### config.mk
export PLATFORM = sky130hd
export DESIGN_NAME = completionTable
export DESIGN_NICKNAME = d
export VERILOG_FILES = /design/src/logic/coreTypesPkg.sv /design/src/logic/completionTable.sv
export SDC_FILE = /design/constraint.sdc
export NUM_CORES = 1
export LEC_CHECK = 0
export BUFFER_PORTS_ARGS = -buffer_cell sky130_fd_sc_hd__buf_2
export CAP_MARGIN = 20
export CORE_ASPECT_RATIO = 0.9
export CORE_MARGIN = 2
export CORE_UTILIZATION = 30
export CTS_BUF_LIST = sky130_fd_sc_hd__clkbuf_4
export DETAILED_ROUTE_END_ITERATION = 7
export PLACE_DENSITY = 0.5
export RECOVER_POWER = 25
export SKIP_CTS_REPAIR_TIMING = 1
export SYNTH_ARGS = -nofsm -noshare
export SYNTH_HDL_FRONTEND = slang
export SYNTH_SLANG_ARGS = --single-unit
### constraint.sdc
create_clock -name ctrl -period 2.45 [get_ports ctrl]
set_input_delay 0.1225 -clock ctrl [delete_from_list [all_inputs] [get_ports ctrl]]
set_output_delay 0.1225 -clock ctrl [all_outputs]
set_load 0.005 [all_outputs]
### src/logic/coreTypesPkg.sv
/*
 * Core type package for the complex integer slice
 * Widths, register and active-list pointer types, multiply opcodes
 */
package coreTypesPkg;

    localparam int DATA_WIDTH = 32;
    localparam int PHY_REG_NUM = 64;
    localparam int ACTIVE_LIST_ENTRY_NUM = 16;

    // Derived index widths
    localparam int PHY_REG_NUM_WIDTH = $clog2(PHY_REG_NUM);
    localparam int ACTIVE_LIST_INDEX_WIDTH = $clog2(ACTIVE_LIST_ENTRY_NUM);

    typedef logic [DATA_WIDTH-1:0] DataPath;
    typedef logic [2*DATA_WIDTH-1:0] ProductPath;
    typedef logic [PHY_REG_NUM_WIDTH-1:0] PRegNumPath;
    typedef logic [ACTIVE_LIST_INDEX_WIDTH-1:0] ActiveListIndexPath;

    // Which half of the product goes to the destination
    typedef enum logic [1:0] {
        mulLow          = 2'b00,
        mulHighSigned   = 2'b01,
        mulHighUnsigned = 2'b10
    } MulOpCode;

endpackage

### src/logic/completionTable.sv
/*
 * Active-list completion table
 * One finished bit per entry, cleared on allocate and set on writeback
 */
module completionTable (
    input  logic                              ctrl,
    input  logic                              rstN,
    input  logic                              allocate,
    input  coreTypesPkg::ActiveListIndexPath  allocatePtr,
    input  logic                              finish,
    input  coreTypesPkg::ActiveListIndexPath  finishPtr,
    input  coreTypesPkg::ActiveListIndexPath  queryPtr,
    output logic                              queryDone
);

    logic [coreTypesPkg::ACTIVE_LIST_ENTRY_NUM-1:0] doneBits;
    logic [coreTypesPkg::ACTIVE_LIST_ENTRY_NUM-1:0] doneNext;

    always_comb begin
        doneNext = doneBits;
        if (allocate) begin
            doneNext[allocatePtr] = 1'b0;
        end
        // Finish applied last so it wins a same-entry collision
        if (finish) begin
            doneNext[finishPtr] = 1'b1;
        end
    end

    always_ff @(posedge ctrl or negedge rstN) begin
        if (!rstN) begin
            doneBits <= '0;
        end else begin
            doneBits <= doneNext;
        end
    end

    assign queryDone = doneBits[queryPtr];

endmodule

-- Word level (Yosys, flattened, before mapping)
Cells that the tools add are included.
- flip-flop bits (word level): 16
- bits of input ports: 16
- output and inout port bits: 1
- $lt $le $gt $ge: 5
- multiplexer cells: 8
- bitwise logic cells: 3
- reduce and logical (&&, ||, !) cells: 2
- operators by type and width (operator ; number):
    $mux 16 ; 2
    $and 16x16->16 ; 1
    $not 16->16 ; 1
    $or 16x16->16 ; 1
    $lt 4x5->1 const B ; 3
    $demux 1 s4 ; 2
    $ge 4x1->1 const B ; 2
    $bmux 1 s4 ; 1
    $mux 1 ; 3
    $logic_and 1x1->1 ; 2

-- Logic depth before layout (Yosys ltp)
- depth after elaboration: 9
- depth in mapped cells: 3

-- Worst setup path after synthesis
Ideal clock, no wire load.
- kind: register -> output
- start point: reg doneBits[13] (netlist bit)
- end point: out queryDone
- data arrival time: 1.047 ns
- required time: 2.328 ns
- slack: 1.281 ns
- cell stages (with the launch flop): 4
- path buffers: 0
- path through: dfrtp_1 mux4_1 mux2i_1 mux2i_1
- word-level cells in the longest chain between the ends: 2
- ends and longest elaborated chain (item ; line ; text):
    start, declared ; completionTable.sv:16 ; logic [coreTypesPkg::ACTIVE_LIST_ENTRY_NUM-1:0] doneBits;
    start signal, assigned ; completionTable.sv:34 ; doneBits <= doneNext;
    $bmux 1 s4 ; completionTable.sv:38 ; assign queryDone = doneBits[queryPtr];
    $mux 1 (not written as such) ; completionTable.sv:38 ;
    end, declared ; completionTable.sv:13 ; output logic queryDone
No other way between the ends. The select of a mux whose other input is x is not followed.

-- Final worst setup path
- start point: reg doneBits[14] (netlist bit)
- end point: out queryDone
The elaborated chain is that of the path after synthesis.

==> reports/summary.txt <==
Placement Setup Slack: 1.10 ns
Die Height: 53.8 um
crit path DAT: 1.54 ns
CTS clock-pin slew for the worst setup and hold paths: 0.09 ns
Total Power: 0.637 mW
pin count of the biggest net entering global routing: 17
Initial Util: 30.9%
Setup crit end kind: output pin
run status: finished, final reports clean
Hold Path Stages: 2
Worst Max-Slew Pin Slew: 0.879 ns
Root Buffer: clkbuf_4
First DRT Iteration DRCs: 34
Post-Place Cells: 123
First-pass DRT Iterations: 4
Reg2Reg Setup Slack: 1.74 ns
core area: 2680 um2
# IOs: 17
n_diodes: 0
Worst Path Required: 2.33 ns
CTS tree: built
global-route wire length before repair: 3050 um
gr ovfl total: 0
R2R cell count: 2
RR Startpoint: doneBits[14]
vias: 701
Hold Violations, Final: 0
cells after synthesis: 77
VDD IR max: 0.267 mV
Global Route Usage Sum: 13.1%
Synthesized Nets: 93
CP peak stage delay: 0.50 ns
max_slew headroom: 41.4%
maximum clock rate: 602 MHz
CP max stage cell: mux4_1
fillcell total: 265
hold endpoint: doneBits[12]
Tcrit/Tclk final: 67.8%
WS Path Type: flip-flop to output pin
CP dominant cell by count: mux2i_1
FF+latch count, synth: 16
part of the Yosys area used for sequential elements: 48.4%
Antenna Nets Post-Route: 0
Seq. cell area: 400 um2
routed length per placed instance: 14.9 um
Hold Crit Class: input port to flip-flop
maximum clock path buffer count: 2
Top Registers: doneBits: 16 flops
Largest register FFs: 16
FP Rows: 18
Area growth syn-to-layout: 18.5%
Yosys cell types: 14
CP startpoint: doneBits[14]
leakage: 0.412 nW
crit-path cells: mux4_1 -> mux2i_1 -> mux2i_1 -> buf_2
routed vias/inst: 5.48
max-slew violation count: 0
R2R Path End: doneBits[14]
IO Port Bufs: 16
Hold Path Origin: finishPtr[0]
Top reg by flops: doneBits
most frequent cells in the layout: o21ai_0 (31), dfrtp_1 (16), buf_2 (15), nand2b_1 (6)
yosys warns: 0
number of global-route vias before repair: 610
Power Density: 650 nW/um2
fraction of layout cells with a size suffix above 1: 20.4%
top cell type's share of synthesized area: 48.4%
TNS Setup: 0 ns
Worst Setup Start Kind: flip-flop
synthesized area: 827 um2
cts bufs inserted: 3
area of the multi-input gates: 423 um2
setup violators final: 0
unrepaired setup endpoints after global routing: no
DRC errors left: 0
Fin Hold WS: 0.111 ns
MaxCap Viol Count: 0
# nets final: 115
Tmin final: 1.66 ns
fin cells: 128
initial antenna violation count: 0
clk sinks: 16
crit path max fanout: 2
Synth area leaders: dfrtp_1 (48%), o21ai_0 (19%), mux4_1 (13%)
post-route setup slack: 0.788 ns
leading area contributor after synthesis: dfrtp_1
Routed WL: 1900 um
skew final: 0 ns
commonest non-fill, non-tap cell in the layout: o21ai_0
H-tree Lvls: 1
Avg Inst Size Synth: 10.7 um2
DIE WIDTH: 59.3 um
die area: 3190 um2
Routability Congestion: 0.818
Clk Latency, worst-skew pair: 0.28 ns
## routing by layer
layer / global-route usage (%) / up-vias / share of wire (%)
li1: - / 337 / -
met1: 19.0 / 342 / 50
met2: 19.4 / 22 / 45
met3: 3.85 / 0 / 4.6
met4: 2.27 / 0 / 0
met5: 0 / - / 0
## synthesized netlist by cell type
cell type / instances
nand3_1: 3
o21ai_0: 31
dfrtp_1: 16
nand2b_1: 6
o31ai_1: 1
nand4_1: 1
mux4_1: 4
nand3b_1: 4
nor2_1: 1
or2_2: 2
nand2_1: 3
inv_1: 1
mux2i_1: 3
or3b_1: 1
## worst max-delay path, delay by kind of cell (launching register included)
family	cells	cell delay, ns
mux	3	0.73
flops	1	0.39
buf+inv	1	0.13
## worst max-delay path by stage
| stage | slack, ns | cells after the start | to |
|---|---|---|---|
| after detailed placement | 1.10 | 4 | queryDone |
| after floorplan | 1.28 | 3 | queryDone |
| after CTS | 0.78 | 4 | queryDone |
| after global placement | 1.10 | 4 | queryDone |
| final | 0.79 | 4 | queryDone |
| after global routing | 0.67 | 4 | queryDone |
## cells by family after synthesis
kind of cell / Yosys count / share of synthesized area [%]
AND/OR/NAND/NOR: 21 / 15.1
buffers and inverters: 1 / 0.453
flip-flops: 16 / 48.4
AO/OA/AOI/OAI: 32 / 19.7
multiplexers: 7 / 16.3
## final cells by class
cell class,instances,area share [%]
Timing Repair Buffer,17,9.07
Multi-Input combinational cell,60,43.2
Sequential cell,16,40.9
Clock buffer,3,2.30
Clock inverter,1,0.383
Tap cell,30,3.83
Inverter,1,0.383
## stage by stage
stage	utilization [%]	area (um2)
after global placement	35.2	945
after CTS	36.2	971
after detailed placement	35.2	945
final	36.6	980
after floorplan	-	827
after global routing	36.6	980
## power breakdown
| group | leakage, nW | total (mW) | internal (mW) | switching (mW) |
|---|---|---|---|---|
| combinational | 0.205 | 0.145 | 0.0734 | 0.0712 |
| sequential | 0.192 | 0.351 | 0.322 | 0.0286 |
| clock | 0.0154 | 0.141 | 0.0592 | 0.0822 |
(Power assumes the default switching activity.)
