`src/logic/coreTypesPkg.sv`:
```
/*
 * Core type package for the complex integer slice
 * Widths, register and active-list pointer types, multiply opcodes
 */
package coreTypesPkg;

    localparam int DATA_WIDTH = 32;
    localparam int PHY_REG_NUM = 64;
    localparam int ACTIVE_LIST_ENTRY_NUM = 16;

    // Derived index widths
    localparam int PHY_REG_NUM_WIDTH = $clog2(PHY_REG_NUM);
    localparam int ACTIVE_LIST_INDEX_WIDTH = $clog2(ACTIVE_LIST_ENTRY_NUM);

    typedef logic [DATA_WIDTH-1:0] DataPath;
    typedef logic [2*DATA_WIDTH-1:0] ProductPath;
    typedef logic [PHY_REG_NUM_WIDTH-1:0] PRegNumPath;
    typedef logic [ACTIVE_LIST_INDEX_WIDTH-1:0] ActiveListIndexPath;

    // Which half of the product goes to the destination
    typedef enum logic [1:0] {
        mulLow          = 2'b00,
        mulHighSigned   = 2'b01,
        mulHighUnsigned = 2'b10
    } MulOpCode;

endpackage

```
`src/logic/physRegFile.sv`:
```
/*
 * Physical register file
 * One synchronous write port and one asynchronous read port
 */
module physRegFile (
    input  logic                      ctrl,
    input  logic                      rstN,
    input  logic                      we,
    input  coreTypesPkg::PRegNumPath  writeNum,
    input  coreTypesPkg::DataPath     writeData,
    input  coreTypesPkg::PRegNumPath  readNum,
    output coreTypesPkg::DataPath     readData
);

    coreTypesPkg::DataPath regs [coreTypesPkg::PHY_REG_NUM];

    // All registers start at zero
    always_ff @(posedge ctrl or negedge rstN) begin
        if (!rstN) begin
            for (int i = 0; i < coreTypesPkg::PHY_REG_NUM; i++) begin
                regs[i] <= '0;
            end
        end else if (we) begin
            regs[writeNum] <= writeData;
        end
    end

    // Combinational read
    assign readData = regs[readNum];

endmodule

```
`config.mk`:
```
export PLATFORM = sky130hd
export DESIGN_NAME = physRegFile
export DESIGN_NICKNAME = d
export VERILOG_FILES = /design/src/logic/coreTypesPkg.sv /design/src/logic/physRegFile.sv
export SDC_FILE = /design/constraint.sdc
export NUM_CORES = 2
export LEC_CHECK = 0
export BUFFER_PORTS_ARGS = -buffer_cell sky130_fd_sc_hd__buf_2
export CAP_MARGIN = 30
export CORE_UTILIZATION = 57
export DETAILED_ROUTE_END_ITERATION = 12
export PLACE_DENSITY = 0.82
export SYNTH_ARGS = -nofsm -noshare
export SYNTH_HDL_FRONTEND = slang
export SYNTH_SLANG_ARGS = --single-unit
```
`constraint.sdc`:
```
create_clock -name ctrl -period 5.9 [get_ports ctrl]
set_clock_uncertainty 0.05 [all_clocks]
set_input_delay 1.77 -clock ctrl [delete_from_list [all_inputs] [get_ports ctrl]]
set_output_delay 1.77 -clock ctrl [all_outputs]
set_load 0.03 [all_outputs]
```
## Word level (Yosys, flattened, before mapping)

Cells that the tools add are included.

| storage, ports and cells | value |
|---|---|
| flip-flop bits (word level) | 2048 |
| input port bits | 47 |

| cells by class | value |
|---|---|
| order comparisons | 3 |
| mux-type cells | 6 |
| bitwise operators | 2 |
| reduce and logical (&&, ||, !) cells | 1 |

Operators with widths:

| operator | count |
|---|---|
| $bwmux W2048 | 1 |
| $bmux W32 S6 | 1 |
| $demux W32 S6 | 1 |
| $mux W32 | 3 |
| $ge A7 B7 Y1 const B | 2 |
| $not A6 Y7 | 2 |
| $lt A7 B1 Y1 const B | 1 |
| $logic_and A1 B1 Y1 | 1 |

## Logic depth before layout (Yosys ltp)

| depth | value |
|---|---|
| word-level depth | 6 |
| gate-level depth with buffers | 11 |

## Worst setup path after synthesis

OpenSTA, ideal clock, no wires.

| timing path | value |
|---|---|
| kind | in2out |
| start | in readNum[0] |
| end | out readData[29] |
| arrival time | 3.994 ns |
| required time | 4.080 ns |
| path slack | 0.086 ns |
| stages | 9 |
| path buffers | 6 |
| cells stage by stage | buf_6 -> buf_6 -> buf_6 -> buf_6 -> buf_4 -> buf_4 -> a311oi_1 -> a221oi_1 -> nor4_1 |

| on the way | value |
|---|---|
| cells in the longest elaborated chain, start to end | 4 |

Ends and longest elaborated chain:

| item | RTL line | RTL |
|---|---|---|
| from (decl) | physRegFile.sv:11 | `input coreTypesPkg::PRegNumPath readNum,` |
| $not A6 Y7 (implied by the code) | physRegFile.sv:29 | `assign readData = regs[readNum];` |
| $bmux W32 S6 | physRegFile.sv:29 |  |
| $mux W32 (implied by the code) (2 in series) | physRegFile.sv:29 |  |
| to (decl) | physRegFile.sv:12 | `output coreTypesPkg::DataPath readData` |

Every way passes these cells. The select of a mux whose other input is x is not followed.

## Worst setup path in the final report

| timing path | value |
|---|---|
| start | in readNum[4] |
| end | out readData[19] |

The elaborated chain is that of the path after synthesis.

==> metrics.md <==
| Metric | Value |
|---|---|
| Status | `finished clean` |
| Distinct cells, synth | `42` |
| CTS buffer count | `about 200` |
| Drt initial violations | `between 5000 and 6000` |
| Top routing layer in use | `met5` |
| Inst Count DP | `slightly below 8000` |
| Post-Synthesis Cell Area | `slightly above 90000 sq um` |
| DR vias/cell | `roughly 6.7` |
| Leak Pwr | `49.28 nW` |
| Pre-CTS WS | `-0.3111 ns` |
| Ports | `between 70 and 80` |
| Sequential share of the synthesized area | `0.5540` |
| Setup WS post-layout | `between 0.001 and 0.0015 ns` |
| CTS root buf | `clkbuf_16` |
| RSZ-0062 raised after global routing | `yes` |
| Worst hold path type | `reg -> reg` |
| DRC | `0` |
| Post-place instance area | `just under 100000 sq um` |
| Internal reg-to-reg setup slack | `about 5 ns` |
| Post-CTS Setup Bufs | `0` |
| Kind of critical path | `in -> out` |
| Post-synth EDFFs | `0` |
| Fin crit share | `0.9998` |
| Predominant post-synthesis flop cell | `dfrtp_1` |
| Layout cells sized above 1 | `0.3415` |
| 1st-pass router iterations | `5` |
| Critical path endpoint category | `primary output` |
| Per-cell routed wire length | `just over 30 um` |
| Top reg by flops | `regs` |
| FF+latch count, synth | `~2000` |
| Cells after Synth | `5788` |
| Worst r2r dst | `regs[1412]$_DFFE_PN0P_` |
| Worst path slowest cell | `nand2b_2` |
| Final instance area | `104300 sq um` |
| Post-DRT Antenna Nets | `0` |
| Clock sink total | `2048` |
| Warnings, synthesis | `0` |
| R2r startpoint | `regs[1412]$_DFFE_PN0P_` |
| Clk_lat worst skew | `around 0.80 ns` |
| Gr ovfl total | `0` |
| Routed wl met3 | `roughly 20 mm` |
| Largest net degree at the start of global routing | `~150` |
| Core Region | `160800 sq um` |
| WL final | `~250 mm` |
| Post-synthesis async set-or-reset flop share | `1.000` |
| P per Cell Area | `about 330 nW/um^2` |
| TritonCTS clock tree | `done` |
| Hold path cells | `1` |
| Worst-margin pin slew | `just under 1 ns` |
| Gr usage total | `0.3150` |
| Hold Crit Start | `regs[1833]$_DFFE_PN0P_` |
| Clock transition at path regs | `~0.06 ns` |
| Met2 WL | `117.5 mm` |
| Avg Cell Area, Syn | `around 16 sq um` |
| Max-Cap Viols | `0` |
| Crit path cell chain | `buf_2 > buf_4 > nand2b_2 > nor2_1 > nand2_1 > nand3_1 > nor3_2 > buf_4 > buf_2` |
| Vias in the first global route | `around 58000` |
| Metal-1 WL | `around 100 mm` |
| Tmin final | `roughly 5.9 ns` |
| IO Port Bufs | `78` |
| First-pass GRT wire length | `around 380 mm` |
| Final Max Slew Viols | `0` |
| Crit path from | `readNum[4]` |
| Rows | `147` |
| HPWL Detailed | `147.1 mm` |
| Clk buf depth | `3` |
| Buffers & Inverters on Critical Path | `4` |
| R2R depth | `1` |
| Initial antenna violation count | `9` |
| Family with the most delay on the worst path | `simple AND/OR/NAND/NOR gates` |
| Final count of hold timing violations | `0` |
| CP startpoint kind | `input port` |
| Arr. time, crit path | `around 4.1 ns` |
| Max H-tree Level | `4` |
| Crit Path Max Fanout | `11` |
| Syn Nets | `just under 6000` |
| Rel. slew slack | `0.3571` |
| Final cell count without fillers | `around 8100` |
| Crit path required time | `between 4 and 5 ns` |
| Die area | `163900 sq um` |
| Peak VDD IR | `roughly 0.00034 V` |
| Die Ht | `roughly 400 um` |
| Initial core utilization | `0.5755` |
| Setup TNS | `0 ns` |
| Final setup violation count | `0` |
| Hold-fix buffer count after cts | `0` |
| Via count | `~55000` |
| Worst Hold End | `regs[1833]$_DFFE_PN0P_` |
| Max FFs per register | `around 2000` |
| CP max stage delay | `about 0.42 ns` |
| Max Clk Rate | `169.5 MHz` |
| Final nets | `5869` |
| Die X | `404.9 um` |
| Top flop regs | `regs x2048` |
| RePlAce Congestion | `0.8371` |
| Synth-to-layout area growth | `12.73%` |
-- through the flow --
step	utilization	hold WS (ns)	power, mW
floorplan	-	0.3995	19.78
finish	0.6487	0.4305	34.04
global placement	0.6033	0.4107	21.06
global route	0.6487	0.4380	35.20
CTS	0.6471	0.4318	34.08
detailed placement	0.6058	0.4186	21.43
-- worst max path at each step --
stage	to	depth (start not counted)
final	readData[19]	9
after global routing	readData[18]	8
after CTS	readData[26]	8
after detailed placement	readData[19]	9
after global placement	readData[19]	9
after floorplan	readData[29]	9
-- routing by layer --
layer | track usage | up-vias
li1 | - | 21610
met1 | 0.4442 | 29840
met2 | 0.4831 | 2466
met3 | 0.06249 | 622
met4 | 0.1303 | 10
met5 | 0 | -
-- layout by cell type, fill, tap and decap left out, types with 6 or more instances in the layout --
cell,instances
nand3_1,13
buf_12,108
nand2b_1,7
a221oi_1,6
nand3b_1,8
clkbuf_16,204
mux2i_1,83
buf_2,74
o221ai_1,22
nand2_2,11
o21ai_0,8
clkbuf_1,45
a21oi_2,6
nor2_1,62
clkbuf_8,42
o22ai_1,96
mux4_2,538
mux2_2,676
a21oi_1,41
nor3_1,15
nand2_1,44
dfrtp_1,2048
nor2b_1,10
nor2_4,49
nand2_4,6
o21ai_1,6
a31oi_1,6
buf_16,12
clkinv_2,35
mux2_1,1380
bufinv_16,11
buf_4,227
-- cell usage after synthesis, types with 13 or more instances --
cell | number | area [sq um]
a21oi_1 | 47 | 235.2
buf_1 | 94 | 352.8
buf_2 | 187 | 935.9
buf_4 | 28 | 210.2
clkbuf_1 | 272 | 1021
dfrtp_1 | 2048 | 51250
mux2_1 | 1380 | 15540
mux2_2 | 676 | 7612
mux2i_1 | 84 | 840.8
mux4_2 | 538 | 12120
nand2_1 | 61 | 229.0
nand3_1 | 13 | 65.06
nor2_1 | 114 | 427.9
nor3_1 | 16 | 80.08
o221ai_1 | 22 | 192.7
o22ai_1 | 101 | 631.9
-- where the power goes --
part	total (mW)	leakage [nW]	internal, mW	switching (mW)
clock network	12.7	3.20	7.27	5.45
registers	16.9	27.2	15.9	0.953
logic	4.45	18.9	2.45	2.00
total	34.0	49.3	25.6	8.41
-- layout make-up --
class | count | area (sq um)
antenna | 3 | 7.507
inverter | 2 | 10.01
timing repair buffer | 428 | 4720
clock inverter | 61 | 665.6
sequential | 2048 | 51250
fill | 10780 | 56470
clock buffer | 289 | 5802
tap | 2160 | 2703
multi-input combinational | 3146 | 39130
-- timing repair --
item / in CTS / in global routing
gates cloned: 2 / 2
hold endpoints to repair: 0 / 0
gates resized for setup: 23 / 9
setup endpoints to repair: 23 / 23
-- cells by family after synthesis --
| logic type | after synthesis | share of synthesized area |
|---|---|---|
| AO/OA/AOI/OAI | 204 | 0.01392 |
| flip-flops | 2048 | 0.5540 |
| buffers and inverters | 594 | 0.02866 |
| AND/OR/NAND/NOR | 264 | 0.01312 |
| multiplexers | 2678 | 0.3903 |
Power figures use the tool's default switching activity.
