[config.mk]
export PLATFORM = sky130hd
export DESIGN_NAME = complexExecStage
export DESIGN_NICKNAME = d
export VERILOG_FILES = /design/src/logic/coreTypesPkg.sv /design/src/logic/pipeTypesPkg.sv /design/src/logic/complexExecStage.sv
export SDC_FILE = /design/constraint.sdc
export NUM_CORES = 2
export LEC_CHECK = 0
export BUFFER_PORTS_ARGS = -buffer_cell sky130_fd_sc_hd__buf_2
export CAP_MARGIN = 15
export CORE_AREA = 2 2 309 311
export CTS_BUF_LIST = sky130_fd_sc_hd__clkbuf_16
export CTS_CLUSTER_SIZE = 12
export DETAILED_ROUTE_END_ITERATION = 8
export DIE_AREA = 0 0 311 313
export SYNTH_ARGS = -nofsm -noshare
export SYNTH_HDL_FRONTEND = slang
export SYNTH_SLANG_ARGS = --single-unit
[constraint.sdc]
create_clock -name ctrl -period 11.47 [get_ports ctrl]
set_clock_uncertainty 0.2 [all_clocks]
set_input_delay 1.147 -clock ctrl [delete_from_list [all_inputs] [get_ports ctrl]]
set_output_delay 1.147 -clock ctrl [all_outputs]
set_load 0.1 [all_outputs]
[src/logic/coreTypesPkg.sv]
/*
 * Core type package for the complex integer slice
 * Widths, register and active-list pointer types, multiply opcodes
 */
package coreTypesPkg;

    localparam int DATA_WIDTH = 32;
    localparam int PHY_REG_NUM = 64;
    localparam int ACTIVE_LIST_ENTRY_NUM = 16;

    // Derived index widths
    localparam int PHY_REG_NUM_WIDTH = $clog2(PHY_REG_NUM);
    localparam int ACTIVE_LIST_INDEX_WIDTH = $clog2(ACTIVE_LIST_ENTRY_NUM);

    typedef logic [DATA_WIDTH-1:0] DataPath;
    typedef logic [2*DATA_WIDTH-1:0] ProductPath;
    typedef logic [PHY_REG_NUM_WIDTH-1:0] PRegNumPath;
    typedef logic [ACTIVE_LIST_INDEX_WIDTH-1:0] ActiveListIndexPath;

    // Which half of the product goes to the destination
    typedef enum logic [1:0] {
        mulLow          = 2'b00,
        mulHighSigned   = 2'b01,
        mulHighUnsigned = 2'b10
    } MulOpCode;

endpackage

[src/logic/pipeTypesPkg.sv]
/*
 * Pipeline payload package for the complex integer slice
 * Issue, result and flush-range structs plus the selective flush check
 */
package pipeTypesPkg;

    // Destination info that rides along with an op
    typedef struct packed {
        logic writeReg;
        coreTypesPkg::PRegNumPath phyDstRegNum;
        coreTypesPkg::ActiveListIndexPath activeListPtr;
    } OpTag;

    typedef struct packed {
        logic valid;
        coreTypesPkg::MulOpCode opCode;
        coreTypesPkg::DataPath srcA;
        coreTypesPkg::DataPath srcB;
        OpTag tag;
    } ComplexIssueData;

    typedef struct packed {
        logic valid;
        OpTag tag;
        coreTypesPkg::DataPath dataOut;
    } ComplexResult;

    // Recovery flush window over the active list
    typedef struct packed {
        logic active;
        coreTypesPkg::ActiveListIndexPath headPtr;
        coreTypesPkg::ActiveListIndexPath tailPtr;
        logic flushAll;
    } FlushRange;

    // Half-open [headPtr, tailPtr) with wraparound; head == tail is empty
    function automatic logic inFlushRange(
        input FlushRange flush,
        input coreTypesPkg::ActiveListIndexPath ptr
    );
        coreTypesPkg::ActiveListIndexPath offset;
        coreTypesPkg::ActiveListIndexPath span;
        offset = ptr - flush.headPtr;
        span = flush.tailPtr - flush.headPtr;
        return flush.flushAll || (flush.active && (offset < span));
    endfunction

endpackage

[src/logic/complexExecStage.sv]
/*
 * Complex integer execution stage
 * Two-stage multiplier; stage 1 latches operands, stage 2 the product
 */
module complexExecStage (
    input  logic                        ctrl,
    input  logic                        rstN,
    input  logic                        stall,
    input  logic                        clear,
    input  pipeTypesPkg::ComplexIssueData issue,
    output pipeTypesPkg::ComplexResult  result
);

    // Stage 1 state
    logic                      s1Valid;
    coreTypesPkg::MulOpCode    s1OpCode;
    coreTypesPkg::DataPath     s1SrcA;
    coreTypesPkg::DataPath     s1SrcB;
    pipeTypesPkg::OpTag        s1Tag;

    // Stage 2 state
    logic                      s2Valid;
    coreTypesPkg::MulOpCode    s2OpCode;
    coreTypesPkg::ProductPath  s2Product;
    pipeTypesPkg::OpTag        s2Tag;

    // Multiplier operands widened by one bit
    logic                                          signedHigh;
    logic signed [coreTypesPkg::DATA_WIDTH:0]      extA;
    logic signed [coreTypesPkg::DATA_WIDTH:0]      extB;
    logic signed [2*coreTypesPkg::DATA_WIDTH+1:0]  fullProduct;

    always_ff @(posedge ctrl or negedge rstN) begin
        if (!rstN) begin
            s1Valid <= 1'b0;
            s2Valid <= 1'b0;
        end else if (!stall) begin
            s1Valid <= issue.valid && !clear;
            s2Valid <= s1Valid && !clear;
        end
    end

    // Payload only moves when the pipe advances
    always_ff @(posedge ctrl) begin
        if (!stall) begin
            s1OpCode <= issue.opCode;
            s1SrcA <= issue.srcA;
            s1SrcB <= issue.srcB;
            s1Tag <= issue.tag;
        end
    end

    // Only the signed-high op needs true sign extension
    assign signedHigh = (s1OpCode == coreTypesPkg::mulHighSigned);
    assign extA = {signedHigh & s1SrcA[coreTypesPkg::DATA_WIDTH-1], s1SrcA};
    assign extB = {signedHigh & s1SrcB[coreTypesPkg::DATA_WIDTH-1], s1SrcB};
    assign fullProduct = extA * extB;

    always_ff @(posedge ctrl) begin
        if (!stall) begin
            s2OpCode <= s1OpCode;
            s2Product <= fullProduct[2*coreTypesPkg::DATA_WIDTH-1:0];
            s2Tag <= s1Tag;
        end
    end

    // Half select feeds the writeback stage
    always_comb begin
        result.valid = s2Valid;
        result.tag = s2Tag;
        if (s2OpCode == coreTypesPkg::mulLow) begin
            result.dataOut = s2Product[coreTypesPkg::DATA_WIDTH-1:0];
        end else begin
            result.dataOut = s2Product[2*coreTypesPkg::DATA_WIDTH-1:coreTypesPkg::DATA_WIDTH];
        end
    end

endmodule

; ---- Yosys cells after proc, flatten, opt, wreduce, memory -nomap -nowiden
; Cells that the tools add are included.
[word_totals]
regBits = 156
latchBits = 0
ram_bits = 0
rom_bits = 0
inputBits = 82
memories = 0
[op_classes]
add_sub_neg = 0
multipliers = 1
n_div = 0
order_cmp = 0
eq_ne = 1
n_shift = 0
mux = 1
n_bitwise = 2
reduce_logical = 4
[ops]
columns = op, count
row1 = multiplier 33 x 33 -> 64 bit, 1
row2 = two-way mux 32 bit, 1
row3 = AND 1 bit, 2
row4 = "== test 2 x 1 -> 1 bit, second input constant", 1
row5 = logical AND 1 bit, 2
row6 = zero test 2 bit, 1
row7 = zero test 1 bit, 1

; ---- Depth between registers and ports, before layout
[logic_depth]
word_depth = 3
mapped_depth = 31
mapped_depth_nobuf = 29

; ---- Least setup slack after synthesis
; No wires, ideal clock.
[synth_path]
path_kind = flip-flop to flip-flop
start = register s1OpCode[1]
end = register s2Product[60] (data pin)
setup_time_ps = 266
t_arrival_ps = 7908
path_slack_ps = 3097
path_stages_with_launch = 28
n_path_buf = 1
cell_sequence = edfxtp_1 -> nor2b_1 -> and2_0 -> clkbuf_1 -> nand2_1 -> inv_1 -> fa_1 -> fa_1 -> fa_1 -> inv_1 -> fa_1 -> inv_1 -> fa_1 -> fa_1 -> inv_1 -> fa_1 -> fa_1 -> inv_1 -> ha_1 -> a21oi_1 -> o21bai_1 -> a21oi_1 -> o21ai_0 -> a221o_1 -> o21ai_2 -> a21oi_1 -> o41ai_1 -> xnor2_1
[synth_between]
elab_chain_cells = 3
word_cells_on_any_way = 4
classes_between = mul: 1 / eq/ne: 1 / bitwise: 2
[synth_lines]
columns = element, line
row1 = "start, declared", complexExecStage.sv:16  ; coreTypesPkg::MulOpCode s1OpCode;
row2 = "start signal, assigned", complexExecStage.sv:46  ; s1OpCode <= issue.opCode;
row3 = == test 2 x 1 -> 1 bit *, complexExecStage.sv:54  ; assign signedHigh = (s1OpCode == coreTypesPkg::mulHighSigned);
row4 = "AND 1 bit, on equally long branches", "complexExecStage.sv:55, complexExecStage.sv:56"
row5 = multiplier 33 x 33 -> 64 bit *, complexExecStage.sv:57  ; assign fullProduct = extA * extB;
row6 = net fullProduct (one bit), complexExecStage.sv:31  ; logic signed [2*coreTypesPkg::DATA_WIDTH+1:0] fullProduct;
row7 = "end signal, assigned", complexExecStage.sv:62  ; s2Product <= fullProduct[2*coreTypesPkg::DATA_WIDTH-1:0];
row8 = "end, declared", complexExecStage.sv:24  ; coreTypesPkg::ProductPath s2Product;
; The timed path passes the listed nets; every way through them passes the cells marked *.
; A chain may end at the register's enable or synchronous reset.

; ---- Worst setup path in the final report
; Same ends and word-level chain as after synthesis.

==> metrics <==
Mean Syn Cell Area=slightly below 10 sq um; top_reg_cell synth=edfxtp_1; Max Slew Vio Count=0; initial antenna violation count=2; count leader, synth=inv_1; Final Hold Viols=0; # port buffers=125; critical path's slowest cell=fa_1; Detailed Route WL=about 110 mm; synth cell count leaders=inv_1, fa_1, nand2_1; Slew headroom=27.4%; CTS tree=yes; total negative slack=0 ns; number of max-cap violations=0; initial drt markers=around 1600; Core Region=between 90000 and 100000 sq um; Final ANT Viol Nets=0; Die ar.=97300 sq um; Post-Syn Area=42900 sq um; RSZ-0062 raised after global routing=no; share of the synthesized area in the top cell type=52.5%; CTS Root Cell=clkbuf_16; Max FO, Critical Path=20; wire per inst=19.6 microns; Net Count, Synth=between 5000 and 6000; leading area contributor after synthesis=fa_1; post-CTS setup buffers=0; worst flop-to-flop path endpoint=s2Product[60]; critical path arrival=9.58 ns; fmax=between 100 and 150 MHz; gr ovfl total=0; Post-layout nets=5830; largest net degree at the start of global routing=94; post-synthesis register bit count=about 160; Top delay family on crit path=adder cells; Cell Area, Placed=44900 sq um; Tot GR Track Use=24.4%; RePlAce Congestion=0.885; R2R setup slack=~2 ns; R2R depth=28; Hold/Removal Path Class=in -> async; CP max stage delay=1.10 ns; Crit. End Element=flop; Setup violations, final=0; Crit path buffers/inverters=7; cts bufs inserted=17; Critical Path Source Type=flop; DIE HEIGHT=313 microns; post-CTS sizing=0; Site Rows=113; post-synthesis sequential area ratio=10.9%; first-pass detailed-route iteration total=5; die span in x=311 microns; clk sinks=156; first-pass GRT wire length=181 mm; dpl hpwl=slightly above 90 mm; Max Root-Sink Buffers=2; status=complete, no violations; final worst path period share=82.9%; Slew @ Worst Pin=1.09 ns; Critical Path RT=11.55 ns; final instance area=45500 sq um; clock-pin slew on the worst setup and hold paths=0.09 ns; DRC errors left=0; post-synth cell types=68; crit-path most repeated cell=fa_1; area delta synth->final=5.99%; starting density of the core=45.6%; later-pin clock latency in the skew report=0.53 ns; PnR worst setup slack=1.97 ns; total number of vias=around 29000; vias in the first global route=32200; Boundary Pins=126; Worst Path Class, Setup=reg -> reg; Tmin final=9.50 ns; pre-CTS worst setup slack=1.99 ns; Diodes inserted=0; DR vias/cell=a little over 5; Post-Syn Instances=4408; number of synthesized flops with an enable pin=154; H-tree levels=4; post-cts hold buffer count=0; Yosys warnings=0; Async S/R FF share, synth=roughly 1.3%; layout cells sized above 1=6.65%; synth top area cells=fa_1, edfxtp_1, inv_1; worst reg2reg path startpoint=s1OpCode[1]
==> layout by cell type (no fill, tap or decap), drive strengths merged, types with 54 or more instances in the layout <==
master	count
inv	1202
edfxtp	154
ha	212
and2	263
a21oi	59
fa	1125
buf	202
xnor2	55
nand2	808
nor2	54
==> worst reg2reg max path: cells and delay by family (launching register included) <==
| family | cells | cell delay, ns |
|---|---|---|
| buffers and inverters | 7 | 1.35 |
| AND/OR/NAND/NOR | 3 | 0.44 |
| XOR/XNOR | 1 | 0.11 |
| AO/OA/AOI/OAI | 8 | 1.57 |
| adder cells (fa/ha/maj) | 9 | 5.18 |
| flip-flops | 1 | 0.39 |
==> stage by stage <==
stage,std cells,hold slack (ns),util (%)
3_5_place_dp,5657,0.205,47.6
6_report,5689,0.195,48.3
5_1_grt,5689,0.166,48.3
2_1_floorplan,4408,0.200,-
4_1_cts,5689,0.164,48.3
3_3_place_gp,5657,0.201,47.6
==> cell families (layout without fill, tap and decap cells) <==
kind of cell / Yosys count / count (layout) / synth area share (%)
adders and majority gates: 1337 / 1337 / 58.7
buffers and inverters: 1412 / 1428 / 12.4
DFF: 156 / 156 / 10.9
and+or+nand+nor: 1212 / 1212 / 12.6
muxes: 32 / 32 / 0.840
xor gates and xnor gates: 77 / 77 / 1.57
AOI/OAI and AO/OA: 182 / 182 / 2.99
==> cell type report <==
cell class | instances | area [sq um]
Tap cell | 1265 | 1580
Inverter | 1194 | 4490
Fill cell | 9074 | 48700
Timing Repair Buffer | 202 | 1200
Sequential cell | 156 | 4670
Clock buffer | 17 | 425
Multi-Input combinational cell | 2840 | 32900
Clock inverter | 15 | 180
==> worst max-delay path by stage <==
stage                     start  cells after the start            end
global placement    s1OpCode[1]                     28  s2Product[60]
finish              s1OpCode[1]                     28  s2Product[60]
detailed placement  s1OpCode[1]                     28  s2Product[60]
floorplan           s1OpCode[1]                     27  s2Product[60]
CTS                 s1OpCode[1]                     28  s2Product[60]
global route        s1OpCode[1]                     28  s2Product[60]
==> flip-flops by register name, indices dropped and copies added, names as in the netlist <==
register / flops
result: 11
s2OpCode: 2
s1SrcB: 32
s1Tag: 11
s1SrcA: 32
s2Product: 64
s1OpCode: 2
s2Valid: 1
s1Valid: 1
==> per-layer routing <==
metal  GRT usage (%)  vias to the layer above  wire [microns]
met5               0                        -               0
met4            10.9                        0            5310
met3            2.74                      235            4960
met2            42.8                      829           57900
met1            30.6                    15500           43500
li1                -                    12600               -
Power is not shown: default switching activity piles up to over one toggle a cycle in this logic, so the estimate is an artifact.
