<file path="src/logic/coreTypesPkg.sv">
/*
 * Core type package for the complex integer slice
 * Widths, register and active-list pointer types, multiply opcodes
 */
package coreTypesPkg;

    localparam int DATA_WIDTH = 32;
    localparam int PHY_REG_NUM = 64;
    localparam int ACTIVE_LIST_ENTRY_NUM = 16;

    // Derived index widths
    localparam int PHY_REG_NUM_WIDTH = $clog2(PHY_REG_NUM);
    localparam int ACTIVE_LIST_INDEX_WIDTH = $clog2(ACTIVE_LIST_ENTRY_NUM);

    typedef logic [DATA_WIDTH-1:0] DataPath;
    typedef logic [2*DATA_WIDTH-1:0] ProductPath;
    typedef logic [PHY_REG_NUM_WIDTH-1:0] PRegNumPath;
    typedef logic [ACTIVE_LIST_INDEX_WIDTH-1:0] ActiveListIndexPath;

    // Which half of the product goes to the destination
    typedef enum logic [1:0] {
        mulLow          = 2'b00,
        mulHighSigned   = 2'b01,
        mulHighUnsigned = 2'b10
    } MulOpCode;

endpackage

</file>
<file path="src/logic/pipeTypesPkg.sv">
/*
 * Pipeline payload package for the complex integer slice
 * Issue, result and flush-range structs plus the selective flush check
 */
package pipeTypesPkg;

    // Destination info that rides along with an op
    typedef struct packed {
        logic writeReg;
        coreTypesPkg::PRegNumPath phyDstRegNum;
        coreTypesPkg::ActiveListIndexPath activeListPtr;
    } OpTag;

    typedef struct packed {
        logic valid;
        coreTypesPkg::MulOpCode opCode;
        coreTypesPkg::DataPath srcA;
        coreTypesPkg::DataPath srcB;
        OpTag tag;
    } ComplexIssueData;

    typedef struct packed {
        logic valid;
        OpTag tag;
        coreTypesPkg::DataPath dataOut;
    } ComplexResult;

    // Recovery flush window over the active list
    typedef struct packed {
        logic active;
        coreTypesPkg::ActiveListIndexPath headPtr;
        coreTypesPkg::ActiveListIndexPath tailPtr;
        logic flushAll;
    } FlushRange;

    // Half-open [headPtr, tailPtr) with wraparound; head == tail is empty
    function automatic logic inFlushRange(
        input FlushRange flush,
        input coreTypesPkg::ActiveListIndexPath ptr
    );
        coreTypesPkg::ActiveListIndexPath offset;
        coreTypesPkg::ActiveListIndexPath span;
        offset = ptr - flush.headPtr;
        span = flush.tailPtr - flush.headPtr;
        return flush.flushAll || (flush.active && (offset < span));
    endfunction

endpackage

</file>
<file path="src/logic/complexRegWriteStage.sv">
/*
 * Complex integer register-write stage
 * Latches the multiplier result, filters selective flushes and
 * drives the register file and completion table writes
 */
module complexRegWriteStage (
    input  logic                              ctrl,
    input  logic                              rstN,
    input  logic                              stall,
    input  logic                              clear,
    input  pipeTypesPkg::ComplexResult        result,
    input  pipeTypesPkg::FlushRange           flushRange,
    output logic                              regWe,
    output coreTypesPkg::PRegNumPath          regWriteNum,
    output coreTypesPkg::DataPath             regWriteData,
    output logic                              alWrite,
    output coreTypesPkg::ActiveListIndexPath  alWritePtr,
    output logic                              wbValid,
    output pipeTypesPkg::OpTag                wbTag
);

    // Pipeline register
    logic                   pipeValid;
    pipeTypesPkg::OpTag     pipeTag;
    coreTypesPkg::DataPath  pipeData;

    logic flushed;
    logic update;

    always_ff @(posedge ctrl or negedge rstN) begin
        if (!rstN) begin
            pipeValid <= 1'b0;
        end else if (!stall) begin
            pipeValid <= result.valid && !clear;
        end
    end

    always_ff @(posedge ctrl) begin
        if (!stall) begin
            pipeTag <= result.tag;
            pipeData <= result.dataOut;
        end
    end

    // Flush is checked against the range seen in this cycle
    assign flushed = pipeTypesPkg::inFlushRange(flushRange, pipeTag.activeListPtr);
    assign update = !stall && !clear && pipeValid && !flushed;

    // Register file write
    assign regWe = update && pipeTag.writeReg;
    assign regWriteNum = pipeTag.phyDstRegNum;
    assign regWriteData = pipeData;

    // Completion marks even ops without a destination
    assign alWrite = update;
    assign alWritePtr = pipeTag.activeListPtr;

    assign wbValid = update;
    assign wbTag = pipeTag;

endmodule

</file>
<file path="config.mk">
export PLATFORM = sky130hd
export DESIGN_NAME = complexRegWriteStage
export DESIGN_NICKNAME = d
export VERILOG_FILES = /design/src/logic/coreTypesPkg.sv /design/src/logic/pipeTypesPkg.sv /design/src/logic/complexRegWriteStage.sv
export SDC_FILE = /design/constraint.sdc
export NUM_CORES = 1
export LEC_CHECK = 0
export ABC_AREA = 1
export BUFFER_PORTS_ARGS = -buffer_cell sky130_fd_sc_hd__buf_4
export CAP_MARGIN = 15
export CORE_MARGIN = 2
export CORE_UTILIZATION = 35
export CTS_CLUSTER_DIAMETER = 80
export DETAILED_ROUTE_END_ITERATION = 10
export PLACE_DENSITY = 0.79
export SETUP_SLACK_MARGIN = 0.15
export SLEW_MARGIN = 15
export SYNTH_ARGS = -nofsm -noshare
export SYNTH_HDL_FRONTEND = slang
export SYNTH_SLANG_ARGS = --single-unit
</file>
<file path="constraint.sdc">
create_clock -name ctrl -period 2.4 [get_ports ctrl]
set_input_delay 0.48 -clock ctrl [delete_from_list [all_inputs] [get_ports ctrl]]
set_output_delay 0.48 -clock ctrl [all_outputs]
set_load 0.02 [all_outputs]
</file>
Yosys cells after proc, flatten, opt, wreduce, memory -nomap -nowiden. Index checks and enable logic that the tools add are counted.

Register bits: 44. Word-level logic and storage cells: 18. Output and inout bits: 56. Input bits: 58.

Reductions and logical operators: 10. Magnitude comparators: 1. Add/subtract/negate cells: 2.

Operators by type and width (count): $sub 4x4->4 (2); $logic_and 1x1->1 (6); $lt 4x4->1 (1); $logic_not 1->1 (3); $logic_or 1x1->1 (1).

Logic depth before layout (Yosys ltp). Gate-level depths: netlist of the first run.

Depth in word-level cells: 7. Mapped depth: 16. Depth with buffers taken out: 15.

Worst setup path after synthesis of the first run. No wires, ideal clock.

Kind: flip-flop to output port. Start point: register pipeTag (netlist bit alWritePtr[2]). End point: output port wbValid. Arrival time: 2094 ps. Path buffers: 1. Path slack: -174 ps. Stages on the path, launching flop included: 14. Data required time: 1920 ps. Path through: edfxtp_1 > ha_1 > a21boi_0 > nor2_1 > nand2_1 > nand2_1 > ha_1 > nand2_1 > nand2_1 > nor2_1 > nand2_1 > nand2_1 > inv_1 > buf_4.

Cells in the longest elaborated chain, start to end: 6.

Ends and longest elaborated chain: start, declared (line complexRegWriteStage.sv:24) `pipeTypesPkg::OpTag pipeTag;`; start signal, assigned (line complexRegWriteStage.sv:40) `pipeTag <= result.tag;`; $sub 4x4->4 (line pipeTypesPkg.sv:43) `offset = ptr - flush.headPtr;`; $lt 4x4->1 (line pipeTypesPkg.sv:45) `return flush.flushAll || (flush.active && (offset < span));`; $logic_and 1x1->1 (line pipeTypesPkg.sv:45); $logic_or 1x1->1 (line pipeTypesPkg.sv:45); $logic_not 1->1 (line complexRegWriteStage.sv:47) `assign update = !stall && !clear && pipeValid && !flushed;`; $logic_and 1x1->1 (line complexRegWriteStage.sv:47); end, declared (line complexRegWriteStage.sv:18) `output logic wbValid,`.

Every way passes these cells.

Final worst setup path of the first run.
Start point: register pipeTag (netlist bit alWritePtr[1]). End point: output port regWe.

Cells in the longest elaborated chain, start to end: 7.

Ends and longest elaborated chain: $sub 4x4->4 (line pipeTypesPkg.sv:43); $lt 4x4->1 (line pipeTypesPkg.sv:45); $logic_and 1x1->1 (line pipeTypesPkg.sv:45); $logic_or 1x1->1 (line pipeTypesPkg.sv:45); $logic_not 1->1 (line complexRegWriteStage.sv:47); $logic_and 1x1->1 (line complexRegWriteStage.sv:47); $logic_and 1x1->1 (line complexRegWriteStage.sv:50) `assign regWe = update && pipeTag.writeReg;`; end, declared (line complexRegWriteStage.sv:13) `output logic regWe,`.

Every way passes these cells.

==> results of run 1 <==
-- cells by family (layout without fill, tap and decap cells) --
| logic type | Yosys count | count (layout) | share of synthesized area [%] |
|---|---|---|---|
| adder cells (fa/ha/maj) | 11 | 11 | 8.56 |
| XOR/XNOR | 4 | 4 | 1.96 |
| AO/OA/AOI/OAI | 5 | 5 | 2.03 |
| flip-flops | 44 | 44 | 73.8 |
| AND/OR/NAND/NOR | 21 | 21 | 5.05 |
| buffers and inverters | 30 | 155 | 8.63 |
-- per-stage QoR --
stage	TNS (ns)	instance area, um2	utilization [%]	power (uW)	cells
finish	-0.726	2890	60.0	1800	307
global route	-1.23	2890	60.0	1900	307
detailed placement	-0.642	2720	56.5	1360	294
floorplan	-0.0330	1800	-	1160	115
CTS	-0.829	2860	59.3	1810	305
global placement	-0.666	2720	56.5	1350	294
-- area by class of cell --
class                      instances  area (um2)  share of cell area (%)
inverter                          19        73.8                    2.55
timing repair buffer             128         975                    33.7
sequential                        44        1320                    45.5
tap                               67        83.8                    2.90
clock buffer                       6        72.6                    2.51
clock inverter                     2        16.3                   0.563
multi-input combinational         41         353                    12.2
-- sequential cells by signal, indices dropped and copies added (netlist names) --
| name | flops |
|---|---|
| regWriteData | 32 |
| regWriteNum | 6 |
| alWritePtr | 4 |
| pipeValid | 1 |
| wbTag | 1 |
-- where the power goes --
group | internal, uW | switching, uW
registers | 910 | 20.9
clock network | 207 | 231
logic | 219 | 216
total | 1340 | 468
-- critical path, stage by stage (launching register included) --
cell and delay [ns]:
edfxtp_1 0.42, ha_1 0.31, nand2_1 0.06, a21boi_2 0.15
nor2_1 0.06, nand2_1 0.07, nand2_2 0.07, ha_4 0.27
nand2_2 0.05, nand2_2 0.05, nor2_1 0.03, nand2_1 0.07
nand2_2 0.07, nor2_2 0.10, buf_6 0.12
-- metal layers --
layer	up-vias	wire, um	GRT usage [%]	part of all wire (%)
met1	569	1270	12.2	33
met4	0	31	5.26	0.80
met5	-	0	0	0
li1	626	-	-	-
met3	2	567	9.13	15
met2	77	2020	24.2	52
-- cells in the mapped netlist --
cell type,instances,area [um2]
inv_1,19,71.3
buf_4,11,82.6
nor2_2,1,6.26
xnor2_1,3,26.3
ha_1,9,113
edfxtp_1,43,1290
o21bai_1,2,15.0
fa_1,2,40.0
or2_1,1,6.26
a21boi_0,2,15.0
o22ai_1,1,6.26
nand2_1,15,56.3
dfrtp_1,1,25.0
nor3_2,1,10.0
xor2_1,1,8.76
nor2_1,3,11.3
-- timing repair --
action / 4_1_cts / 5_1_grt
setup endpoints to repair: 3 / 3
setup buffers: 2 / 2
gates cloned: 0 / 0
pin swaps: 0 / 3
hold endpoints to repair: 1 / 0
hold buffers: 1 / 0
resized for setup: 5 / 4
-- worst min-delay path by stage --
stage,start,end,slack (ns),depth (start not counted)
floorplan,rstN,pipeValid,0.18,0
global placement,rstN,pipeValid,0.26,1
detailed placement,rstN,pipeValid,0.26,1
CTS,result[1],regWriteData[1],0.35,1
global route,result[1],regWriteData[1],0.34,1
finish,result[26],regWriteData[26],0.37,1
==> results.py, run 1 <==
metrics = {
    "routing": {
        "wl_per_cell_um": 12.7,
        "postRouteAntennaNets": 0,
        "dr.pass1.iters": 4,
        "vias": 1274,
        "viasPerCell": 4.15,
        "drc": 0,
        "routed_wl_mm": 3.89,
        "drt_iter0_markers": 21,
    },
    "placed_design": {
        "gp_congestion": 0.801,
        "port_buffers": 113,
        "pre_cts_slack_ns": -0.230,
        "dp_hpwl_mm": 3.13,
    },
    "logic_synthesis": {
        "synth_cells": 115,
        "synthDistinctLibCells": 16,
        "syn_area_per_cell_um2": 15.5,
        "syn_area_um2": 1780,
        "ys_seq_area_share_pct": 73.8,
        "syn_nets": 184,
        "ys_warn_count": 0,
        "ys_seq_elements": 44,
    },
    "critical_path": {
        "crit_type": "reg -> out",
        "endpoint": "regWe",
        "cp_max_fo": 3,
        "cp_data_arrival_time_ns": 2.19,
        "required_ns": 1.92,
        "rr_worst_depth": 2,
        "crit_start": "alWritePtr[1]",
        "r2r-start": "pipeValid",
        "r2r_slack_ns": 1.77,
        "r2r_end": "pipeValid",
        "end_kind": "output port",
        "cp-start-kind": "flop",
    },
    "finish": {
        "antenna_cells": 0,
        "final_cell_mix": "buf_4 (124), edfxtp_1 (43), inv_1 (16)",
        "nets": 308,
        "syn_to_final_growth_pct": 62.0,
        "layout_commonest_cell": "buf_4",
        "drive_above_1_share_pct": 60.8,
        "fillCellCount": 401,
    },
    "pwr": {
        "max-vdd-ir-drop_mv": 0.490,
        "p_leak_uw": 0.00134,
        "powerDensity_nw_per_um2": 624,
    },
    "sta": {
        "fin_skew_ns": 0,
        "whs_ns": 0.365,
        "final_max_slew_viol_count": 0,
        "worstMarginPinSlew_ns": 0.273,
        "layout_setup_ws_ns": -0.268,
        "slew_headroom_pct": 81.8,
        "max_clock_freq_mhz": 375,
        "rsz0062_at_grt": "true",
        "hold_viol": 0,
        "finalCriticalPeriod_ns": 2.67,
        "period_share_pct": 111,
        "setup_viol": 3,
    },
    "clocking": {
        "cts-htree-levels": 2,
        "cts_tree": "done",
        "cts_made_buffers": 5,
        "clkLatencyLatePin_ns": 0.28,
        "clk_pin_slew_ns": 0.08,
        "cts.sinks": 44,
        "clockBufferDepth": 2,
        "cts_root_buf": "clkbuf_8",
    },
    "die": {
        "die_w_um": 75.4,
        "dieArea_um2": 5690,
        "die_y_um": 75.4,
        "num_rows": 25,
        "ios": 114,
        "core_um2": 4820,
        "initial_utilization_pct": 37.0,
    },
    "run": {
        "drv_cap": 0,
    },
    "grt": {
        "first_global_vias": 1294,
        "grt_pass1_wl_mm": 5.55,
        "grt_max_degree": 22,
        "grt.total_usage_pct": 13.7,
        "antenna_found_initial": 0,
        "overflow": 0,
    },
    "worst_hold_path": {
        "hp-class": "in -> reg",
    },
    "run_status": {
        "violations": "negative setup slack",
        "run_status": "finished with violations",
    },
}
(Power assumes the default switching activity.)
==> run 2, diff against run 1 <==
--- a/config.mk
+++ b/config.mk
@@ -11,8 +11,10 @@
 export CORE_MARGIN = 2
 export CORE_UTILIZATION = 35
 export CTS_CLUSTER_DIAMETER = 80
+export CTS_CLUSTER_SIZE = 12
 export DETAILED_ROUTE_END_ITERATION = 10
 export PLACE_DENSITY = 0.79
+export RECOVER_POWER = 100
 export SETUP_SLACK_MARGIN = 0.15
 export SLEW_MARGIN = 15
 export SYNTH_ARGS = -nofsm -noshare
==> run 2 against run 1 <==
Compared with the run above: register-to-register slack worse by 0.02 ns; critical path depth is the same; combinational power fell by 14%; worst setup slack improved by 0.0040 ns; the run still ends with negative setup slack left; cell count did not move; design area fell by 6.8%; maximum frequency up 0.15%; highest routed layer unchanged; die area is the same; worst hold slack improved by 0.024 ns; non-clock buffer count unchanged; largest power group unchanged; first-iteration DRC count decreased by 4.8%.
==> results.py, run 2 (synthesized netlist as in run 1, its figures left out) <==
metrics = {
    "clocking": {
        "clk_pin_slew_ns": 0.08,
        "cts_tree": "done",
        "cts_root_buf": "clkbuf_8",
        "cts-htree-levels": 2,
        "clockBufferDepth": 2,
        "clkLatencyLatePin_ns": 0.28,
        "cts_made_buffers": 5,
        "cts.sinks": 44,
    },
    "die": {
        "initial_utilization_pct": 37.0,
        "dieArea_um2": 5690,
        "die_y_um": 75.4,
        "die_w_um": 75.4,
        "core_um2": 4820,
        "ios": 114,
        "num_rows": 25,
    },
    "routing": {
        "viasPerCell": 4.15,
        "dr.pass1.iters": 2,
        "drt_iter0_markers": 20,
        "vias": 1275,
        "drc": 0,
        "routed_wl_mm": 3.89,
        "postRouteAntennaNets": 0,
        "wl_per_cell_um": 12.7,
    },
    "grt": {
        "first_global_vias": 1294,
        "overflow": 0,
        "antenna_found_initial": 0,
        "grt.total_usage_pct": 13.7,
        "grt_pass1_wl_mm": 5.55,
        "grt_max_degree": 22,
    },
    "critical_path": {
        "r2r_end": "pipeValid",
        "cp_slowest_cell": "edfxtp_1",
        "path_buf_inv": 1,
        "cp-start-kind": "flop",
        "end_kind": "output port",
        "cp_data_arrival_time_ns": 2.18,
        "crit_family": "simple AND/OR/NAND/NOR gates",
        "crit_chain": "ha_1, nand2_1, a21boi_2, nor2_1, nand2_1, nand2_2, ha_4, nand2_2, nand2_2, nor2_1, nand2_1, nand2_2, nor2_2, buf_6",
        "r2r_slack_ns": 1.75,
        "crit_top_cell": "nand2_2",
        "crit_type": "reg -> out",
        "cp_max_fo": 3,
        "r2r-start": "pipeValid",
        "rr_worst_depth": 2,
        "cpPeakStageDelay_ns": 0.42,
        "required_ns": 1.92,
    },
    "finish": {
        "multiInputGateArea_um2": 353,
        "utilization_pct": 55.9,
        "drive_above_1_share_pct": 38.8,
        "antenna_cells": 0,
        "layout_commonest_cell": "clkbuf_1",
        "largest_reg_flops": 32,
        "nets": 308,
        "regArea_um2": 1320,
        "syn_to_final_growth_pct": 51.1,
        "final_cell_mix": "clkbuf_1 (53), clkbuf_4 (47), edfxtp_1 (43)",
        "fillCellCount": 450,
    },
    "pwr": {
        "max-vdd-ir-drop_mv": 0.492,
        "powerDensity_nw_per_um2": 647,
        "p_leak_uw": 0.00115,
        "total_power_uw": 1740,
    },
    "sta": {
        "finalCriticalPeriod_ns": 2.66,
        "period_share_pct": 111,
        "layout_setup_ws_ns": -0.264,
        "slew_headroom_pct": 31.9,
        "rsz0062_at_grt": "true",
        "max_clock_freq_mhz": 375,
        "final_max_slew_viol_count": 0,
        "worstMarginPinSlew_ns": 1.02,
        "whs_ns": 0.389,
        "setup_viol": 3,
        "hold_viol": 0,
        "fin_skew_ns": 0,
    },
    "run_status": {
        "violations": "negative setup slack",
        "run_status": "finished with violations",
    },
    "placed_design": {
        "port_buffers": 113,
        "pre_cts_slack_ns": -0.230,
        "dp_hpwl_mm": 3.13,
        "gp_congestion": 0.801,
    },
    "worst_hold_path": {
        "holdPathEnd": "regWriteData[26]",
        "hp-start": "result[26]",
        "holdPathStages": 1,
        "hp-class": "in -> reg",
    },
    "run": {
        "drv_cap": 0,
    },
}
[run 2: cell types whose count changed in the layout (fill, tap and decap cells not counted), sizes merged]
cell    before  now
buf        127   28
clkbuf       6  105
[run 2: power breakdown]
group	switching, uW	internal (uW)	total (uW)
clock	231	207	438
sequential	19.8	911	930
combinational	216	159	375
total	467	1280	1740
[run 2: per-stage QoR]
stage | instance area [um2] | instances | setup TNS (ns)
2_1_floorplan | 1800 | 115 | -0.0330
3_3_place_gp | 2720 | 294 | -0.666
3_5_place_dp | 2720 | 294 | -0.642
4_1_cts | 2860 | 305 | -0.829
5_1_grt | 2700 | 307 | -1.23
6_report | 2700 | 307 | -0.714
[run 2: per-layer routing]
| metal | share of wire (%) | routed length (um) | track usage (%) | up-vias |
|---|---|---|---|---|
| met5 | 0 | 0 | 0 | - |
| li1 | - | - | - | 625 |
| met3 | 14 | 534 | 9.13 | 2 |
| met4 | 0.77 | 30 | 5.26 | 0 |
| met1 | 34 | 1330 | 12.2 | 572 |
| met2 | 51 | 2000 | 24.2 | 76 |
[run 2: repair_timing]
item | CTS | global route
pin swaps | 0 | 3
gates resized for setup | 5 | 4
hold buffers | 1 | 0
setup buffers | 2 | 2
endpoints found under the hold margin | 1 | 0
setup endpoints to repair | 3 | 3
[run 2: how the worst max path moves through the flow]
stage,slack [ns],end,from,cells after the start
2_1_floorplan,-0.03,wbValid,alWritePtr[2],12
3_3_place_gp,-0.23,regWe,flushRange[1],14
3_5_place_dp,-0.23,regWe,flushRange[1],14
4_1_cts,-0.28,regWe,alWritePtr[0],12
5_1_grt,-0.44,regWe,alWritePtr[1],14
6_report,-0.26,regWe,alWritePtr[1],14
[run 2: area by class of cell]
| cell class | count | area share (%) |
|---|---|---|
| Inverter | 19 | 2.74 |
| Tap cell | 67 | 3.11 |
| Clock inverter | 2 | 0.604 |
| Clock buffer | 6 | 2.69 |
| Timing Repair Buffer | 128 | 28.9 |
| Multi-Input combinational cell | 41 | 13.1 |
| Sequential cell | 44 | 48.8 |
[run 2: worst reg2reg max path, stage by stage, from the launching register on]
cell and delay, ns:
dfrtp_1 0.36, inv_1 0.08, o22ai_1 0.08
==> run 3, diff against run 2 <==
--- a/config.mk
+++ b/config.mk
@@ -5,7 +5,6 @@
 export SDC_FILE = /design/constraint.sdc
 export NUM_CORES = 1
 export LEC_CHECK = 0
-export ABC_AREA = 1
 export BUFFER_PORTS_ARGS = -buffer_cell sky130_fd_sc_hd__buf_4
 export CAP_MARGIN = 15
 export CORE_MARGIN = 2
@@ -13,7 +12,7 @@
 export CTS_CLUSTER_DIAMETER = 80
 export CTS_CLUSTER_SIZE = 12
 export DETAILED_ROUTE_END_ITERATION = 10
-export PLACE_DENSITY = 0.79
+export PLACE_DENSITY = 0.76
 export RECOVER_POWER = 100
 export SETUP_SLACK_MARGIN = 0.15
 export SLEW_MARGIN = 15
==> constraint.sdc (replaced) <==
create_clock -name ctrl -period 2.6 [get_ports ctrl]
set_input_delay 0.52 -clock ctrl [delete_from_list [all_inputs] [get_ports ctrl]]
set_output_delay 0.52 -clock ctrl [all_outputs]
set_load 0.02 [all_outputs]
==> run 3 against run 2 <==
Compared with the run above: the flow still finishes with violations (negative setup slack); die area decreased by 1.9%; wire length decreased by 0.80%; worst setup slack got worse by 0.074 ns; via count decreased by 5.3%; clock skew unchanged; register-to-register slack improved by 0.09 ns; synthesized area decreased by 2.0%; power decreased by 7.3%; sequential power decreased by 7.5%; worst hold slack improved by 0.032 ns; combinational power decreased by 9.9%; global-route usage increased by 0.52 points; largest cell class unchanged.
==> results.py, run 3 <==
metrics = {
    "run_status": {
        "run_status": "finished with violations",
        "violations": "negative setup slack",
    },
    "logic_synthesis": {
        "synth_xor_area_share_pct": 3.00,
        "synth_top_family_by_area": "adder cells",
        "synth_top_cells_by_area": "edfxtp_1 (74%), ha_1 (6.4%), buf_4 (4.7%)",
        "synth-simple-area-share_pct": 3.08,
        "ys_warn_count": 0,
        "synth_cells": 95,
        "synth-compound-area-share_pct": 3.08,
        "yosysMostFrequentCell": "edfxtp_1",
        "synthDistinctLibCells": 21,
        "ys_seq_area_share_pct": 75.3,
        "synth_edf_count": 43,
        "synth_top_area_share_pct": 73.8,
        "syn_area_um2": 1750,
        "synthAdderAreaFrac_pct": 8.73,
        "synth_common_cells": "edfxtp_1 (43), buf_4 (11), inv_1 (10)",
        "synth_area_leader_cell": "edfxtp_1",
        "synthArstFlopShare_pct": 2.27,
        "ys.flop_type": "edfxtp_1",
        "muxShareOfSynthArea_pct": 0,
        "syn_area_per_cell_um2": 18.4,
        "syn_nets": 164,
        "ys_seq_elements": 44,
    },
    "grt": {
        "overflow": 0,
        "grt_max_degree": 29,
        "antenna_found_initial": 0,
        "grt.total_usage_pct": 14.2,
        "grt_pass1_wl_mm": 5.59,
        "first_global_vias": 1306,
    },
    "clocking": {
        "clockBufferDepth": 2,
        "cts_root_buf": "clkbuf_8",
        "clk_pin_slew_ns": 0.08,
        "cts-htree-levels": 2,
        "clkLatencyLatePin_ns": 0.29,
        "cts_made_buffers": 5,
        "cts_tree": "done",
        "cts.sinks": 44,
    },
    "critical_path": {
        "required_ns": 2.08,
        "r2r-start": "pipeValid",
        "rr_worst_depth": 1,
        "endpoint": "alWrite",
        "crit_start": "alWritePtr[0]",
        "cp_data_arrival_time_ns": 2.42,
        "cp-start-kind": "flop",
        "r2r_end": "pipeValid",
        "crit_type": "reg -> out",
        "cp_max_fo": 2,
        "r2r_slack_ns": 1.84,
        "end_kind": "output port",
    },
    "die": {
        "die_w_um": 74.7,
        "core_um2": 4790,
        "die_y_um": 74.7,
        "dieArea_um2": 5580,
        "initial_utilization_pct": 36.5,
        "ios": 114,
        "num_rows": 25,
    },
    "pwr": {
        "p_comb_share_pct": 20.9,
        "power.switching_uw": 437,
        "power_frac_clock_pct": 25.9,
        "switching_share_pct": 27.0,
        "powerDensity_nw_per_um2": 614,
        "total_power_uw": 1620,
        "internal-power_uw": 1180,
        "p_leak_uw": 0.00106,
        "power_frac_seq_pct": 53.2,
        "max-vdd-ir-drop_mv": 0.411,
    },
    "sta": {
        "final_max_slew_viol_count": 0,
        "period_share_pct": 113,
        "finalCriticalPeriod_ns": 2.94,
        "worstMarginPinSlew_ns": 0.628,
        "fin_skew_ns": 0,
        "setup_viol": 3,
        "fin_tns_setup_ns": -0.909,
        "layout_setup_ws_ns": -0.338,
        "max_clock_freq_mhz": 340,
        "hold_viol": 0,
        "slew_headroom_pct": 58.1,
        "rsz0062_at_grt": "true",
    },
    "run": {
        "drv_cap": 0,
    },
    "finish": {
        "layout_commonest_cell": "clkbuf_1",
        "antenna_cells": 0,
        "fillCellCount": 435,
        "final_cell_mix": "clkbuf_1 (52), clkbuf_4 (46), edfxtp_1 (43)",
        "nets": 283,
        "syn_to_final_growth_pct": 50.5,
        "utilization_pct": 55.0,
        "largest_reg_flops": 32,
        "drive_above_1_share_pct": 41.9,
    },
    "placed_design": {
        "dp_hpwl_mm": 3.13,
        "pre_cts_slack_ns": -0.293,
        "port_buffers": 113,
        "gp_congestion": 0.733,
    },
    "routing": {
        "wl_met2_mm": 2.03,
        "wl_met3_um": 600,
        "wl_per_cell_um": 13.7,
        "routed_wl_mm": 3.86,
        "dr.pass1.iters": 4,
        "m1WireLength_mm": 1.17,
        "drt_iter0_markers": 23,
        "vias": 1208,
        "viasPerCell": 4.28,
        "routed.top_layer": "met4",
        "postRouteAntennaNets": 0,
        "drc": 0,
    },
    "worst_hold_path": {
        "hp-class": "in -> reg",
    },
}
run 3: final cells by class:
class	instances	area, um2	share of cell area, %
Timing Repair Buffer	123	736	27.9
Multi-Input combinational cell	30	368	14.0
Inverter	10	40.0	1.52
Tap cell	67	83.8	3.18
Sequential cell	44	1320	50.0
Clock inverter	2	16.3	0.618
Clock buffer	6	72.6	2.76
run 3: critical path, stage by stage, from the launching register on:
cell       delay (ns)
edfxtp_1         0.37
inv_2            0.05
ha_4             0.16
fa_2             0.51
inv_1            0.04
ha_1             0.28
o211ai_1         0.18
o2111ai_2        0.13
and4b_2          0.24
buf_4            0.16
run 3: power groups by stage:
stage | sequential [uW] | clock (uW) | combinational, uW
floorplan | 948 | 0 | 128
global placement | 875 | 0 | 380
global route | 866 | 459 | 373
CTS | 863 | 429 | 393
finish | 860 | 419 | 338
detailed placement | 879 | 0 | 388
run 3: kinds of logic after synthesis:
logic type	count (synthesis)
DFF	44
buffers and inverters	21
adders and majority gates	11
and+or+nand+nor	7
AOI/OAI and AO/OA	6
xor gates and xnor gates	6
run 3: per-layer routing:
metal  up-vias  global-route usage, %
met5         -                      0
met2        84                   25.7
met1       543                   12.2
met4         0                   5.95
li1        574                      -
met3         7                   9.10
run 3: how the worst min path moves through the flow:
stage                     from               end  depth (start not counted)
global route        result[26]  regWriteData[26]                          1
global placement          rstN         pipeValid                          1
finish              result[20]  regWriteData[20]                          1
CTS                 result[34]     alWritePtr[2]                          1
detailed placement        rstN         pipeValid                          1
floorplan                 rstN         pipeValid                          0
run 3: metrics by stage:
stage / hold slack (ns) / instances / instance area, um2
finish: 0.420 / 282 / 2630
global route: 0.406 / 282 / 2630
CTS: 0.391 / 281 / 2820
detailed placement: 0.298 / 271 / 2710
global placement: 0.296 / 271 / 2710
floorplan: 0.224 / 95 / 1800
run 3: what timing repair did:
item / CTS / global route
buffers inserted: 1 / 1
hold buffers: 1 / 0
setup endpoints to repair: 3 / 3
pin swaps: 1 / 1
endpoints found under the hold margin: 1 / 0
resized for setup: 1 / 2
